[src/lcd_cmd_pkg.sv]
`default_nettype none

package lcd_cmd_pkg;

	// bit order follows the 7-bit cfg input, msb first
	typedef struct packed {
		logic display_lines; // N bit, two-line mode
		logic font;          // F bit, 5x10 dots
		logic display_on;
		logic cursor;
		logic blink;
		logic inc_dec;       // I/D bit
		logic shift;         // S bit
	} lcd_config_t;

	// one word on the 10-bit host bus
	typedef struct packed {
		logic       rs;
		logic       rw;
		logic [7:0] data;
	} lcd_word_t;

	localparam logic [7:0] cmd_clear         = 8'h01;
	localparam logic [7:0] cmd_entry_mode    = 8'h04;
	localparam logic [7:0] cmd_display_ctrl  = 8'h08;
	localparam logic [7:0] cmd_function_set  = 8'h20;
	localparam logic [7:0] cmd_power_up_wake = cmd_function_set | 8'h10; // DL set, 8-bit bus

	// clear (0x01) and home (0x02/0x03) only use the two low bits
	localparam logic [7:0] long_cmd_mask = 8'hfc;

	// instruction words that need the long cycle
	function automatic logic is_long_cmd(lcd_word_t w);
		logic low_only;
		low_only = ((w.data & long_cmd_mask) == 8'h00);
		return !w.rs && low_only && (w.data != 8'h00);
	endfunction

endpackage

`default_nettype wire

[src/lcd_timing_pkg.sv]
`default_nettype none

package lcd_timing_pkg;

	// all durations in microseconds
	localparam int unsigned t_power_up_us    = 500;
	localparam int unsigned t_setup_us       = 1;   // e low before the pulse
	localparam int unsigned t_enable_high_us = 13;
	localparam int unsigned t_enable_low_us  = 13;
	localparam int unsigned t_cycle_us       = 50;  // ordinary word
	localparam int unsigned t_long_cycle_us  = 200; // clear and home

	// fastest clock supported, 200 MHz
	localparam int unsigned max_clk_cycles_per_us = 200;

	// power-up wait is the longest count anywhere
	localparam int unsigned cnt_width = $clog2(t_power_up_us * max_clk_cycles_per_us + 1);

endpackage

`default_nettype wire

[src/lcd_bus_if.sv]
`timescale 1ns/10ps
`default_nettype none

interface lcd_bus_if;
	import lcd_cmd_pkg::*;

	logic      start; // one-cycle request with word
	lcd_word_t word;
	logic      done;  // last cycle of the bus cycle

	modport sequencer (
		output start,
		output word,
		input  done
	);

	modport cycle (
		input  start,
		input  word,
		output done
	);

endinterface

`default_nettype wire

[src/lcd_sequencer.sv]
`timescale 1ns/10ps
`default_nettype none

module lcd_sequencer #(
	parameter int unsigned clk_cycles_per_us = 50
) (
	input  wire                      clk,
	input  wire                      rst_n,
	input  wire lcd_cmd_pkg::lcd_config_t cfg,
	input  wire                      lcd_enable,
	input  wire lcd_cmd_pkg::lcd_word_t   lcd_bus,
	output logic                     busy,
	lcd_bus_if.sequencer             bus
);
	import lcd_cmd_pkg::*;
	import lcd_timing_pkg::*;

	localparam int unsigned power_up_cycles = t_power_up_us * clk_cycles_per_us;
	localparam logic [cnt_width-1:0] power_up_last = cnt_width'(power_up_cycles - 1);

	typedef enum logic [1:0] {
		power_up,
		init,
		ready,
		wait_done
	} state_t;

	state_t               state;
	logic [cnt_width-1:0] pu_cnt;   // power-up wait
	logic [1:0]           init_idx; // which init command, stays at 3 after init
	lcd_config_t          cfg_q;
	lcd_word_t            init_word;

	// init commands are instruction writes built from the sampled config
	always_comb begin
		init_word.rs = 1'b0;
		init_word.rw = 1'b0;
		case (init_idx)
			2'd0: begin
				init_word.data = cmd_power_up_wake
					| {4'b0000, cfg_q.display_lines, cfg_q.font, 2'b00};
			end
			2'd1: begin
				init_word.data = cmd_display_ctrl
					| {5'b00000, cfg_q.display_on, cfg_q.cursor, cfg_q.blink};
			end
			2'd2: begin
				init_word.data = cmd_clear;
			end
			default: begin
				init_word.data = cmd_entry_mode
					| {6'b000000, cfg_q.inc_dec, cfg_q.shift};
			end
		endcase
	end

	// no bus cycle runs in init or ready
	assign bus.start = (state == init) || ((state == ready) && lcd_enable);
	assign bus.word  = (state == init) ? init_word : lcd_bus;

	always_ff @(posedge clk or negedge rst_n) begin
		if (!rst_n) begin
			state    <= power_up;
			pu_cnt   <= '0;
			init_idx <= 2'd0;
			cfg_q    <= '0;
			busy     <= 1'b1;
		end else begin
			case (state)
				power_up: begin
					pu_cnt <= pu_cnt + 1'b1;
					if (pu_cnt == power_up_last) begin
						cfg_q <= cfg; // held for the whole init
						state <= init;
					end
				end
				init: begin
					state <= wait_done; // start went out this cycle
				end
				ready: begin
					if (lcd_enable) begin
						busy  <= 1'b1;
						state <= wait_done;
					end
				end
				default: begin
					if (bus.done) begin
						if (init_idx != 2'd3) begin
							init_idx <= init_idx + 2'd1;
							state    <= init;
						end else begin
							// last init word or a host word finished
							busy  <= 1'b0;
							state <= ready;
						end
					end
				end
			endcase
		end
	end

endmodule

`default_nettype wire

[src/lcd_bus_cycle.sv]
`timescale 1ns/10ps
`default_nettype none

module lcd_bus_cycle #(
	parameter int unsigned clk_cycles_per_us = 50
) (
	input  wire        clk,
	input  wire        rst_n,
	lcd_bus_if.cycle   bus,
	output logic       e,
	output logic       rs,
	output logic       rw,
	output logic [7:0] lcd_data
);
	import lcd_cmd_pkg::*;
	import lcd_timing_pkg::*;

	localparam int unsigned c = clk_cycles_per_us;

	// phase boundaries counted from the start edge
	localparam logic [cnt_width-1:0] setup_end = cnt_width'(t_setup_us * c);
	localparam logic [cnt_width-1:0] high_end =
		cnt_width'((t_setup_us + t_enable_high_us) * c);
	localparam logic [cnt_width-1:0] low_end =
		cnt_width'((t_setup_us + t_enable_high_us + t_enable_low_us) * c);
	localparam logic [cnt_width-1:0] short_last = cnt_width'(t_cycle_us * c - 1);
	localparam logic [cnt_width-1:0] long_last  = cnt_width'(t_long_cycle_us * c - 1);

	typedef enum logic [1:0] {
		ph_setup,
		ph_high,
		ph_low,
		ph_hold
	} phase_t;

	logic                 active;   // a bus cycle is running
	logic                 long_cyc; // clear or home in flight
	logic [cnt_width-1:0] cnt;
	logic [cnt_width-1:0] cnt_nxt;
	logic [cnt_width-1:0] last;
	phase_t               phase_nxt;

	always_comb begin
		cnt_nxt = cnt + 1'b1;
		if (cnt_nxt < setup_end) begin
			phase_nxt = ph_setup;
		end else if (cnt_nxt < high_end) begin
			phase_nxt = ph_high;
		end else if (cnt_nxt < low_end) begin
			phase_nxt = ph_low;
		end else begin
			phase_nxt = ph_hold;
		end
	end

	assign last     = long_cyc ? long_last : short_last;
	assign bus.done = active && (cnt == last);

	always_ff @(posedge clk or negedge rst_n) begin
		if (!rst_n) begin
			active   <= 1'b0;
			long_cyc <= 1'b0;
			cnt      <= '0;
			e        <= 1'b0;
			rs       <= 1'b0;
			rw       <= 1'b0;
			lcd_data <= 8'h00;
		end else if (active) begin
			if (cnt == last) begin
				active   <= 1'b0;
				e        <= 1'b0;
				rs       <= 1'b0; // pins back to idle
				rw       <= 1'b0;
				lcd_data <= 8'h00;
			end else begin
				cnt <= cnt_nxt;
				e   <= (phase_nxt == ph_high);
			end
		end else if (bus.start) begin
			active   <= 1'b1;
			long_cyc <= is_long_cmd(bus.word);
			cnt      <= '0;
			e        <= 1'b0; // setup phase first
			rs       <= bus.word.rs;
			rw       <= bus.word.rw;
			lcd_data <= bus.word.data;
		end
	end

endmodule

`default_nettype wire

[src/lcd_controller.sv]
`timescale 1ns/10ps
`default_nettype none

module lcd_controller #(
	parameter int unsigned clk_cycles_per_us = 50
) (
	input  wire        clk,
	input  wire        rst_n,
	input  wire  [6:0] cfg,        // {lines, font, on, cursor, blink, inc_dec, shift}
	input  wire        lcd_enable,
	input  wire  [9:0] lcd_bus,    // {rs, rw, data}
	output logic       e,
	output logic [7:0] lcd_data,
	output logic       rw,
	output logic       rs,
	output logic       busy
);
	import lcd_cmd_pkg::*;

	lcd_config_t cfg_s;
	lcd_word_t   host_word;

	assign cfg_s     = lcd_config_t'(cfg);
	assign host_word = lcd_word_t'(lcd_bus);

	lcd_bus_if bus_if ();

	lcd_sequencer #(
		.clk_cycles_per_us(clk_cycles_per_us)
	) u_sequencer (
		.clk       (clk),
		.rst_n     (rst_n),
		.cfg       (cfg_s),
		.lcd_enable(lcd_enable),
		.lcd_bus   (host_word),
		.busy      (busy),
		.bus       (bus_if.sequencer)
	);

	lcd_bus_cycle #(
		.clk_cycles_per_us(clk_cycles_per_us)
	) u_bus_cycle (
		.clk     (clk),
		.rst_n   (rst_n),
		.bus     (bus_if.cycle),
		.e       (e),
		.rs      (rs),
		.rw      (rw),
		.lcd_data(lcd_data)
	);

endmodule

`default_nettype wire

[config.mk]
export PLATFORM = sky130hd
export DESIGN_NAME = lcd_controller
export DESIGN_NICKNAME = d
export VERILOG_FILES = /design/src/lcd_cmd_pkg.sv /design/src/lcd_timing_pkg.sv /design/src/lcd_bus_if.sv /design/src/lcd_sequencer.sv /design/src/lcd_bus_cycle.sv /design/src/lcd_controller.sv
export SDC_FILE = /design/constraint.sdc
export NUM_CORES = 1
export LEC_CHECK = 0
export BUFFER_PORTS_ARGS = -buffer_cell sky130_fd_sc_hd__buf_2
export CAP_MARGIN = 30
export CORE_AREA = 2 2 109 111
export DETAILED_ROUTE_END_ITERATION = 8
export DIE_AREA = 0 0 111 113
export SLEW_MARGIN = 20
export SYNTH_ARGS = -nofsm -noshare
export SYNTH_HDL_FRONTEND = slang
export SYNTH_SLANG_ARGS = --single-unit
[constraint.sdc]
create_clock -name clk -period 3 [get_ports clk]
set_clock_uncertainty 0.15 [all_clocks]
set_input_delay 0.45 -clock clk [delete_from_list [all_inputs] [get_ports clk]]
set_output_delay 0.45 -clock clk [all_outputs]
set_load 0.1 [all_outputs]
# Yosys cells after proc, flatten, opt, wreduce, memory -nomap -nowiden
# Cells that the tools add are included.
# classes
add_sub_neg	3
shift	0
n_div	0
multipliers	0
magnitude_cmp	3
muxes	32
reduce_logical	22
n_eq_ne	13
bitwise_logic	3
# op_table
op	count
17-bit two-way mux	3
17-bit by 1-bit adder with 17-bit output (second input constant)	2
8-bit two-way mux	3
6-bit case mux with 3 select lines	1
17-bit by 15-bit == test with 1-bit output (second input constant)	1
17-bit == test	1
17-bit by 10-bit less-than comparator with 1-bit output (second input constant)	1
17-bit by 11-bit less-than comparator with 1-bit output (second input constant)	1
17-bit by 6-bit less-than comparator with 1-bit output (second input constant)	1
1-bit two-way mux	15
14-bit two-way mux	1
2-bit two-way mux	6
10-bit two-way mux	1
8-bit zero test	1
2-bit != test (second input constant)	4
2-bit AND reduction	4
8-bit nonzero test	1
2-bit by 1-bit == test with 1-bit output (second input constant)	3
2-bit case mux with 3 select lines	1
3-bit AND reduction	2
2-bit == test (second input constant)	2
1-bit logical AND	4
2-bit zero test	2
2-bit by 1-bit != test with 1-bit output (second input constant)	2
other kinds (10)	13
# word_totals
n_memories	0
output_inout_bits	12
ram_bits	0
elab_cells	94
rom_bits	0
latchBits	0
ff_bits	59

# Logic depth before layout (Yosys ltp)
# Gate-level depths: netlist (run 1).
# depth
ltp_word	8
depth_mapped	10
depth_no_buf	8

# Hierarchy
# From an unflattened synthesis (run 1), not the netlist that was laid out.
# hier_totals
hier_cells	385
area_unflattened_um2	3540.9
# modules_own_cells
module	cells_each	n_inst	area_each_um2
lcd_bus_cycle	235	1	1976.9
lcd_sequencer	150	1	1564.0

# Worst setup path after synthesis (run 1)
# Ideal clock, no wire load.
# synth_path
kind	reg-to-reg
start	register u_bus_cycle.cnt[9]
end	register u_sequencer.state[0]
t_arrival_ns	2.155
setup_slack_ns	0.571
required_ns	2.725
period_less_slack_ns	2.429
stages_incl_launch_ff	8
path_cell_list	dfrtp_1 buf_6 or4b_1 o22a_1 nor4b_2 o41ai_1 a21oi_1 mux2_2
# synth_via
elab_chain_len	4
# synth_lines
element	line	source
from (decl)	lcd_bus_cycle.sv:38	logic [cnt_width-1:0] cnt;
from (signal assigned)	lcd_bus_cycle.sv:76	cnt <= cnt_nxt;
17-bit == test	lcd_bus_cycle.sv:57	assign bus.done = active && (cnt == last);
1-bit logical AND	lcd_bus_cycle.sv:57	
4-bit nonzero test (no source line)	n/a	
3-bit AND reduction (no source line)	n/a	
to (signal assigned)	lcd_sequencer.sv:83	state <= wait_done;
to (signal assigned)	lcd_sequencer.sv:90	state <= init;
to (signal assigned)	lcd_sequencer.sv:94	state <= ready;
to (decl)	lcd_sequencer.sv:28	state_t state;
# Every way passes these cells.
# A chain may end at the register's enable or synchronous reset.

# Worst setup path after layout (run 1)
# layout_path
start	register u_bus_cycle.cnt[0]
end	register u_bus_cycle.e
# layout_via
elab_chain_len	8
elab_cells_between_ends	11
cone_classes	1 x add/sub; 3 x order compare; 2 x eq/ne; 5 x mux
# layout_lines
element	line	source
17-bit by 1-bit adder with 17-bit output	lcd_bus_cycle.sv:44	cnt_nxt = cnt + 1'b1;
17-bit by 11-bit less-than comparator with 1-bit output	lcd_bus_cycle.sv:49	end else if (cnt_nxt < low_end) begin
1-bit two-way mux	lcd_bus_cycle.sv:49	
2-bit two-way mux	lcd_bus_cycle.sv:47	end else if (cnt_nxt < high_end) begin
2-bit two-way mux	lcd_bus_cycle.sv:45	if (cnt_nxt < setup_end) begin
2-bit by 1-bit == test with 1-bit output	lcd_bus_cycle.sv:77	e <= (phase_nxt == ph_high);
1-bit two-way mux *	lcd_bus_cycle.sv:69	if (cnt == last) begin
1-bit two-way mux *	lcd_bus_cycle.sv:68	end else if (active) begin
to (signal assigned)	lcd_bus_cycle.sv:77	
to (decl)	lcd_bus_cycle.sv:10	output logic e,
# Every way passes the cells marked *; elsewhere a longest branch is shown, timed or not.

==> results of run 1 <==
[sequential cells by signal (all words and copies together), names as in the netlist]
name                  cells
u_sequencer.state         2
u_sequencer.busy          1
u_bus_cycle.e             1
u_bus_cycle.active        1
u_bus_cycle.rw            1
u_bus_cycle.long_cyc      1
u_bus_cycle.cnt          17
u_sequencer.pu_cnt       17
u_bus_cycle.rs            1
u_sequencer.init_idx      2
u_sequencer.cfg_q         7
u_bus_cycle.lcd_data      8
[critical path, delay by kind of cell (launching register included)]
| kind | cells | cell delay, ns |
|---|---|---|
| and+or+nand+nor | 4 | 0.94 |
| AOI/OAI and AO/OA | 2 | 0.67 |
| DFF | 1 | 0.42 |
| adders and majority gates | 1 | 0.36 |
[kinds of logic (layout without fill, tap and decap cells)]
logic type | Yosys count | count (layout) | synth area share, %
muxes | 14 | 14 | 4.569
and+or+nand+nor | 137 | 137 | 21.47
DFF | 59 | 59 | 43.87
adders and majority gates | 11 | 11 | 4.086
buffers and inverters | 29 | 65 | 4.383
xor gates and xnor gates | 23 | 23 | 5.981
AOI/OAI and AO/OA | 82 | 82 | 15.64
[worst paths after layout]
kind                                             from  slack [ns]                    end
worst min register to register  u_sequencer.pu_cnt[8]        0.32  u_sequencer.pu_cnt[8]
worst max register to register     u_bus_cycle.cnt[0]        0.35          u_bus_cycle.e
min in group asynchronous                       rst_n        0.48  u_sequencer.pu_cnt[9]
max in group asynchronous                       rst_n        1.53     u_bus_cycle.cnt[0]
worst max-delay path               u_bus_cycle.cnt[0]        0.35          u_bus_cycle.e
worst min-delay path                           cfg[4]        0.20   u_sequencer.cfg_q[4]
[per-stage QoR]
step | area [µm²] | instances
detailed placement | 3641 | 517
finish | 3955 | 534
global placement | 3641 | 517
floorplan | 3368 | 355
global route | 3955 | 534
CTS | 3955 | 534
[layout make-up]
class,instances,area (µm²),area share [%]
clock buffer,11,242.7,6.137
sequential,59,1478,37.36
timing repair buffer,38,210.2,5.315
multi-input combinational,267,1743,44.07
inverter,11,41.29,1.044
tap,143,178.9,4.524
clock inverter,5,61.31,1.550
[cells in the final DEF (no fill, tap or decap), types with 10 or more instances in the layout]
cell type,count
sky130_fd_sc_hd__a21oi_1,15
sky130_fd_sc_hd__buf_2,31
sky130_fd_sc_hd__nand3_1,18
sky130_fd_sc_hd__dfrtp_1,58
sky130_fd_sc_hd__mux2_2,11
sky130_fd_sc_hd__inv_1,11
sky130_fd_sc_hd__ha_1,11
sky130_fd_sc_hd__xnor2_1,13
sky130_fd_sc_hd__nor2_1,30
sky130_fd_sc_hd__o21ai_0,25
sky130_fd_sc_hd__xor2_1,10
sky130_fd_sc_hd__nand2_1,32
[metal layers]
metal / part of all wire, % / global-route usage, % / wire length (µm)
met2: 47 / 20.16 / 3520
met5: 0 / 0 / 0
met3: 3.7 / 3.910 / 276
met1: 48 / 16.11 / 3590
met4: 0.71 / 3.500 / 53
[power groups by stage]
stage | Combinational [mW] | Sequential, mW | Clock, mW
finish | 0.0428 | 0.804 | 1.05
global route | 0.0493 | 0.804 | 1.10
CTS | 0.0444 | 0.803 | 1.07
detailed placement | 0.0434 | 0.818 | 0
global placement | 0.0425 | 0.817 | 0
floorplan | 0.00964 | 0.817 | 0
[what timing repair did]
item	in CTS	in global routing
endpoints found under the hold margin	20	0
setup endpoints to repair	0	0
hold buffers	1	0
==> results.md, run 1 <==
* Number of search-and-repair iterations in the first detailed-routing pass at 4
* Number of gates resized after cts at 0
* Critical Path, Cell by Cell: ha_1 -> nand3_1 -> nor4_4 -> and3_1 -> nand3_1 -> a2111o_1 -> o31ai_1
* Clock Latency Late Sink at between 0.3 and 0.4 ns
* Count of distinct cell types in the synthesized netlist at 54
* Predominant post-synthesis flop cell: sky130_fd_sc_hd__dfrtp_1
* Utilization of the core after routing at between 30% and 40%
* Switch Pwr at between 0.4 and 0.5 mW
* Ports placed on the boundary at 32
* Number of clock buffers inserted by TritonCTS at 9
* Pwr per Cell Area at around 480 nW/µm²
* Path category of the worst min-delay check: input port to register
* CTS tree: done
* Number of hold-slack violations in the final timing report at 0
* Post CTS Setup Buffer Count at 0
* Count of cells along the worst hold path at 2
* First-pass GRT wire length at 12630 µm
* Crit path launch type: register
* Buffers on Ports at 31
* N_diodes at 0
* Yosys reg bits at 59
* Clock root buffer: sky130_fd_sc_hd__clkbuf_16
* Syn Area/Cell at around 9.5 µm²
* Master of the slowest instance on the critical path: sky130_fd_sc_hd__dfrtp_1
* Final #Nets at approximately 420
* Depth of the worst register-to-register path at 7
* Critical Path AT at roughly 2.7 ns
* Largest area contributor in the synthesized netlist: sky130_fd_sc_hd__dfrtp_1
* Fmax at roughly 380 MHz
* Detailed-route wire length per cell at approximately 14 µm
* Number of levels the H-tree was split into at 3
* Cell-internal power at 1.487 mW
* Outcome: completed
* Die height at 113 µm
* Combinational share of power at between 2 and 2.5%
* Dominant cell by count in the synthesized netlist: sky130_fd_sc_hd__dfrtp_1
* Routed via count divided by cell count at between 5 and 6
* Total vias in the final route at approximately 2700
* Die area at around 13000 µm²
* Total congestion overflow at 0
* Worst-Margin Slew at 0.5378 ns
* Layout filler cell count at around 1100
* Critical Path Fanout Max at 9
* Final setup violation count at 0
* Critical path type: register to register
* Period utilization at between 80 and 90%
* Switching share of total power at a little over a fifth
* Fraction of synthesis flops using an asynchronous set or reset pin at 100.0%
* Number of instances in the synthesized netlist at between 300 and 400
* Clock transition time at the flip-flop clock pins of the worst setup and hold paths at 0.06 ns
* Number of flops mapped to enable cells by yosys at 0
* Kind of end point of the critical path: register
* Final total negative setup slack at 0 ns
* Fraction of layout cells with a size suffix above 1 at between 10% and 20%
* Worst slew margin at 63.87%
* Most prevalent standard cell on the critical path: sky130_fd_sc_hd__nand3_1
* Final Slew Violations at 0
* # DRC at 0
* HPWL reported at the end of detailed placement at between 5000 and 6000 µm
* Count of standard-cell rows at 39
* Final hold slack at just under 0.2 ns
* Max IR drop VDD at around 0.26 mV
* Power, Total at roughly 1.9 mW
* Clk network pwr share at between 50 and 60%
* Setup slack at placement at about 0.39 ns
* Maximum buffer depth of the clock tree at 2
* Clock sink count at approximately 60
* Crit path required time at around 3.1 ns
* Largest net degree at the start of global routing at 33
* Top cells by instance count after synthesis: sky130_fd_sc_hd__dfrtp_1 (58), sky130_fd_sc_hd__nand2_1 (32), sky130_fd_sc_hd__nor2_1 (30)
* Core area at about 11000 µm²
* Initial antenna violation count at 0
* Layout overhead on the synthesized area at 17.42%
* Ys Warns at 0
* Cell types with the largest area share after synthesis: sky130_fd_sc_hd__dfrtp_1 (43%), sky130_fd_sc_hd__ha_1 (4.1%), sky130_fd_sc_hd__o21ai_0 (3.7%), sky130_fd_sc_hd__mux2_2 (3.7%), sky130_fd_sc_hd__nand2_1 (3.6%)
* Sequential element share of the synthesized area at around 44%
* Number of routed nets with antenna violations at 0
* RSZ-0062 raised after global routing: no
* Fin crit period at ~2.7 ns
* Total wirelength of the detailed-routed design at between 7000 and 8000 µm
* Setup ws final at ~0.35 ns
* Number of global-route vias before repair at 2550
* Cell area after synthesis at 3368 µm²
* Top-area cell type share of the netlist area at 43.09%
* 1st-iter DRT viols at around 180
* Cell leakage power at 1.641 nW
* Max-Cap Viols at 0
* Sequential share of power at 42.4%
* Floorplan die width at roughly 110 µm
* Total global-route track usage at 12.43%
* Longest individual stage delay on the worst path at roughly 0.42 ns
* Final weighted congestion in routability-driven placement at just over 0.8
* Effective utilization at floorplan at 29.88%
* Net count after synthesis at 386
(Power assumes the default switching activity.)
==> run 2, diff against run 1 <==
--- a/config.mk
+++ b/config.mk
@@ -7,9 +7,10 @@
 export LEC_CHECK = 0
 export BUFFER_PORTS_ARGS = -buffer_cell sky130_fd_sc_hd__buf_2
 export CAP_MARGIN = 30
-export CORE_AREA = 2 2 109 111
+export CORE_AREA = 2 2 79 81
 export DETAILED_ROUTE_END_ITERATION = 8
-export DIE_AREA = 0 0 111 113
+export DIE_AREA = 0 0 81 83
+export PLACE_DENSITY = 0.78
 export SLEW_MARGIN = 20
 export SYNTH_ARGS = -nofsm -noshare
 export SYNTH_HDL_FRONTEND = slang
==> run 2 against run 1 <==
Net effect: critical endpoint unchanged; first-iteration DRC count up 42%; register-to-register slack worse by 0.08 ns; fmax decreased by 2.8%; worst setup slack lost 0.075 ns; final area is 4.3% lower; cell count shrank 13%; clock power shrank 23%; largest cell class unchanged.
==> results.md, run 2 (synthesis gave the netlist of run 1 again) <==
* Outcome: completed
* Number of global-route vias before repair at around 2600
* Clock Latency Late Sink at between 0.3 and 0.4 ns
* Area of the multi-input gates at 1743 µm²
* Die height at between 80 and 90 µm
* CTS tree: done
* Fmax at between 300 and 400 MHz
* Period utilization at between 90 and 100%
* Final setup violation count at 0
* Crit path launch type: register
* Critical Path AT at around 2.8 ns
* Buffers on Ports at 31
* Layout filler cell count at 470
* Cell-internal power at approximately 1.3 mW
* Total congestion overflow at 0
* # DRC at 0
* Critical Path, Cell by Cell: ha_1 -> nand3_1 -> nor4_4 -> and3_1 -> nand3_1 -> a2111o_1 -> o31ai_1
* Pwr per Cell Area at about 440 nW/µm²
* Total wirelength of the detailed-routed design at roughly 7100 µm
* Ports placed on the boundary at 32
* Fin crit period at around 2.7 ns
* Total global-route track usage at a little under a quarter
* Worst slew margin at a little under three fifths
* Number of levels the H-tree was split into at 3
* 1st-iter DRT viols at ~250
* Clock transition time at the flip-flop clock pins of the worst setup and hold paths at roughly 0.070 ns
* Longest individual stage delay on the worst path at between 0.4 and 0.5 ns
* Crit path required time at just over 3 ns
* Critical Path Fanout Max at 9
* Core area at between 5000 and 6000 µm²
* Effective utilization at floorplan at just under 60%
* Kind of end point of the critical path: register
* Commonest non-fill, non-tap cells in the layout: sky130_fd_sc_hd__dfrtp_1 (58), sky130_fd_sc_hd__nand2_1 (32), sky130_fd_sc_hd__buf_2 (31)
* Final #Nets at 417
* Detailed-route wire length per cell at between 15 and 20 µm
* Sequential share of power at between 40 and 50%
* Floorplan die width at between 80 and 90 µm
* Clock root buffer: sky130_fd_sc_hd__clkbuf_8
* Clk network pwr share at between 40 and 50%
* Footprint of the flip-flops and latches at around 1500 µm²
* Number of clock buffers inserted by TritonCTS at 9
* First-pass GRT wire length at about 12000 µm
* Worst-Margin Slew at between 0.6 and 0.7 ns
* Total vias in the final route at 2786
* Switching share of total power at 20.69%
* Number of routed nets with antenna violations at 0
* Routed via count divided by cell count at between 5 and 6
* Clock sink count at 59
* Maximum buffer depth of the clock tree at 2
* Die area at roughly 6700 µm²
* Critical path type: register to register
* Cell leakage power at roughly 1.6 nW
* Number of gates resized after cts at 0
* Final total negative setup slack at 0 ns
* N_diodes at 0
* Final hold slack at about 0.19 ns
* Switch Pwr at ~0.34 mW
* Most frequent standard cell in the layout excluding fill and tap cells: sky130_fd_sc_hd__dfrtp_1
* Final Slew Violations at 0
* RSZ-0062 raised after global routing: no
* Master of the slowest instance on the critical path: sky130_fd_sc_hd__dfrtp_1
* Combinational share of power at under 10%
* Number of search-and-repair iterations in the first detailed-routing pass at 5
* Largest net degree at the start of global routing at 36
* Top flop regs: u_bus_cycle.cnt x17, u_sequencer.pu_cnt x17, u_bus_cycle.lcd_data x8
* Initial antenna violation count at 0
* Post CTS Setup Buffer Count at 0
* HPWL reported at the end of detailed placement at 4987 µm
* Setup ws final at 0.2719 ns
* Max IR drop VDD at 0.2558 mV
* Max-Cap Viols at 0
* Setup slack at placement at approximately 0.34 ns
* Count of standard-cell rows at 28
* Final weighted congestion in routability-driven placement at between 0.8 and 0.9
* Most prevalent standard cell on the critical path: sky130_fd_sc_hd__nand3_1
* Path category of the worst min-delay check: input port to register
* Number of hold-slack violations in the final timing report at 0
* Fraction of layout cells with a size suffix above 1 at 17.65%
* Layout overhead on the synthesized area at 12.37%
-- run 2: power by group through the flow --
stage | Clock [mW] | Sequential (mW) | Combinational (mW)
6_report | 0.805 | 0.803 | 0.0428
5_1_grt | 0.862 | 0.803 | 0.0490
4_1_cts | 0.816 | 0.803 | 0.0444
3_5_place_dp | 0 | 0.818 | 0.0428
3_3_place_gp | 0 | 0.817 | 0.0411
2_1_floorplan | 0 | 0.817 | 0.00964
-- run 2: per-stage QoR --
stage          std cells  area (µm²)  power, mW  util (%)
6_report             466        3785      1.651     65.08
5_1_grt              466        3785      1.713     65.08
4_1_cts              466        3785      1.663     65.08
3_5_place_dp         449        3556     0.8607     61.14
3_3_place_gp         449        3556     0.8586     61.14
2_1_floorplan        355        3368     0.8266         -
-- run 2: layout make-up --
class	instances	area share [%]
Sequential cell	59	39.04
Timing Repair Buffer	38	5.554
Clock inverter	4	1.950
Inverter	11	1.091
Tap cell	75	2.479
Clock buffer	12	3.835
Multi-Input combinational cell	267	46.05
-- run 2: final timing paths --
kind,slack (ns),depth (start not counted),startpoint,end
setup / recovery,0.27,7,u_bus_cycle.cnt[0],u_bus_cycle.e
hold reg to reg,0.32,1,u_sequencer.pu_cnt[8],u_sequencer.pu_cnt[8]
max in group asynchronous,1.81,3,rst_n,u_sequencer.busy
setup reg to reg,0.27,7,u_bus_cycle.cnt[0],u_bus_cycle.e
min in group asynchronous,0.49,3,rst_n,u_sequencer.cfg_q[5]
hold / removal,0.19,2,cfg[6],u_sequencer.cfg_q[6]
-- run 2: critical path: cells and delay by family (launching register included) --
kind            cells  cell delay (ns)
simple gates        4             0.98
compound gates      2             0.67
flops               1             0.44
fa+ha+maj           1             0.38
-- run 2: repair_timing --
item,4_1_cts,5_1_grt
endpoints found under the hold margin,24,0
hold buffers,1,0
endpoints found under the setup margin,0,0
-- run 2: layer usage --
metal	track usage [%]	vias to the layer above	routed length, µm
met5	0	-	0
met4	8.937	0	91
met3	5.217	10	414
met2	35.54	92	3366
met1	30.78	1340	3218
li1	-	1344	-
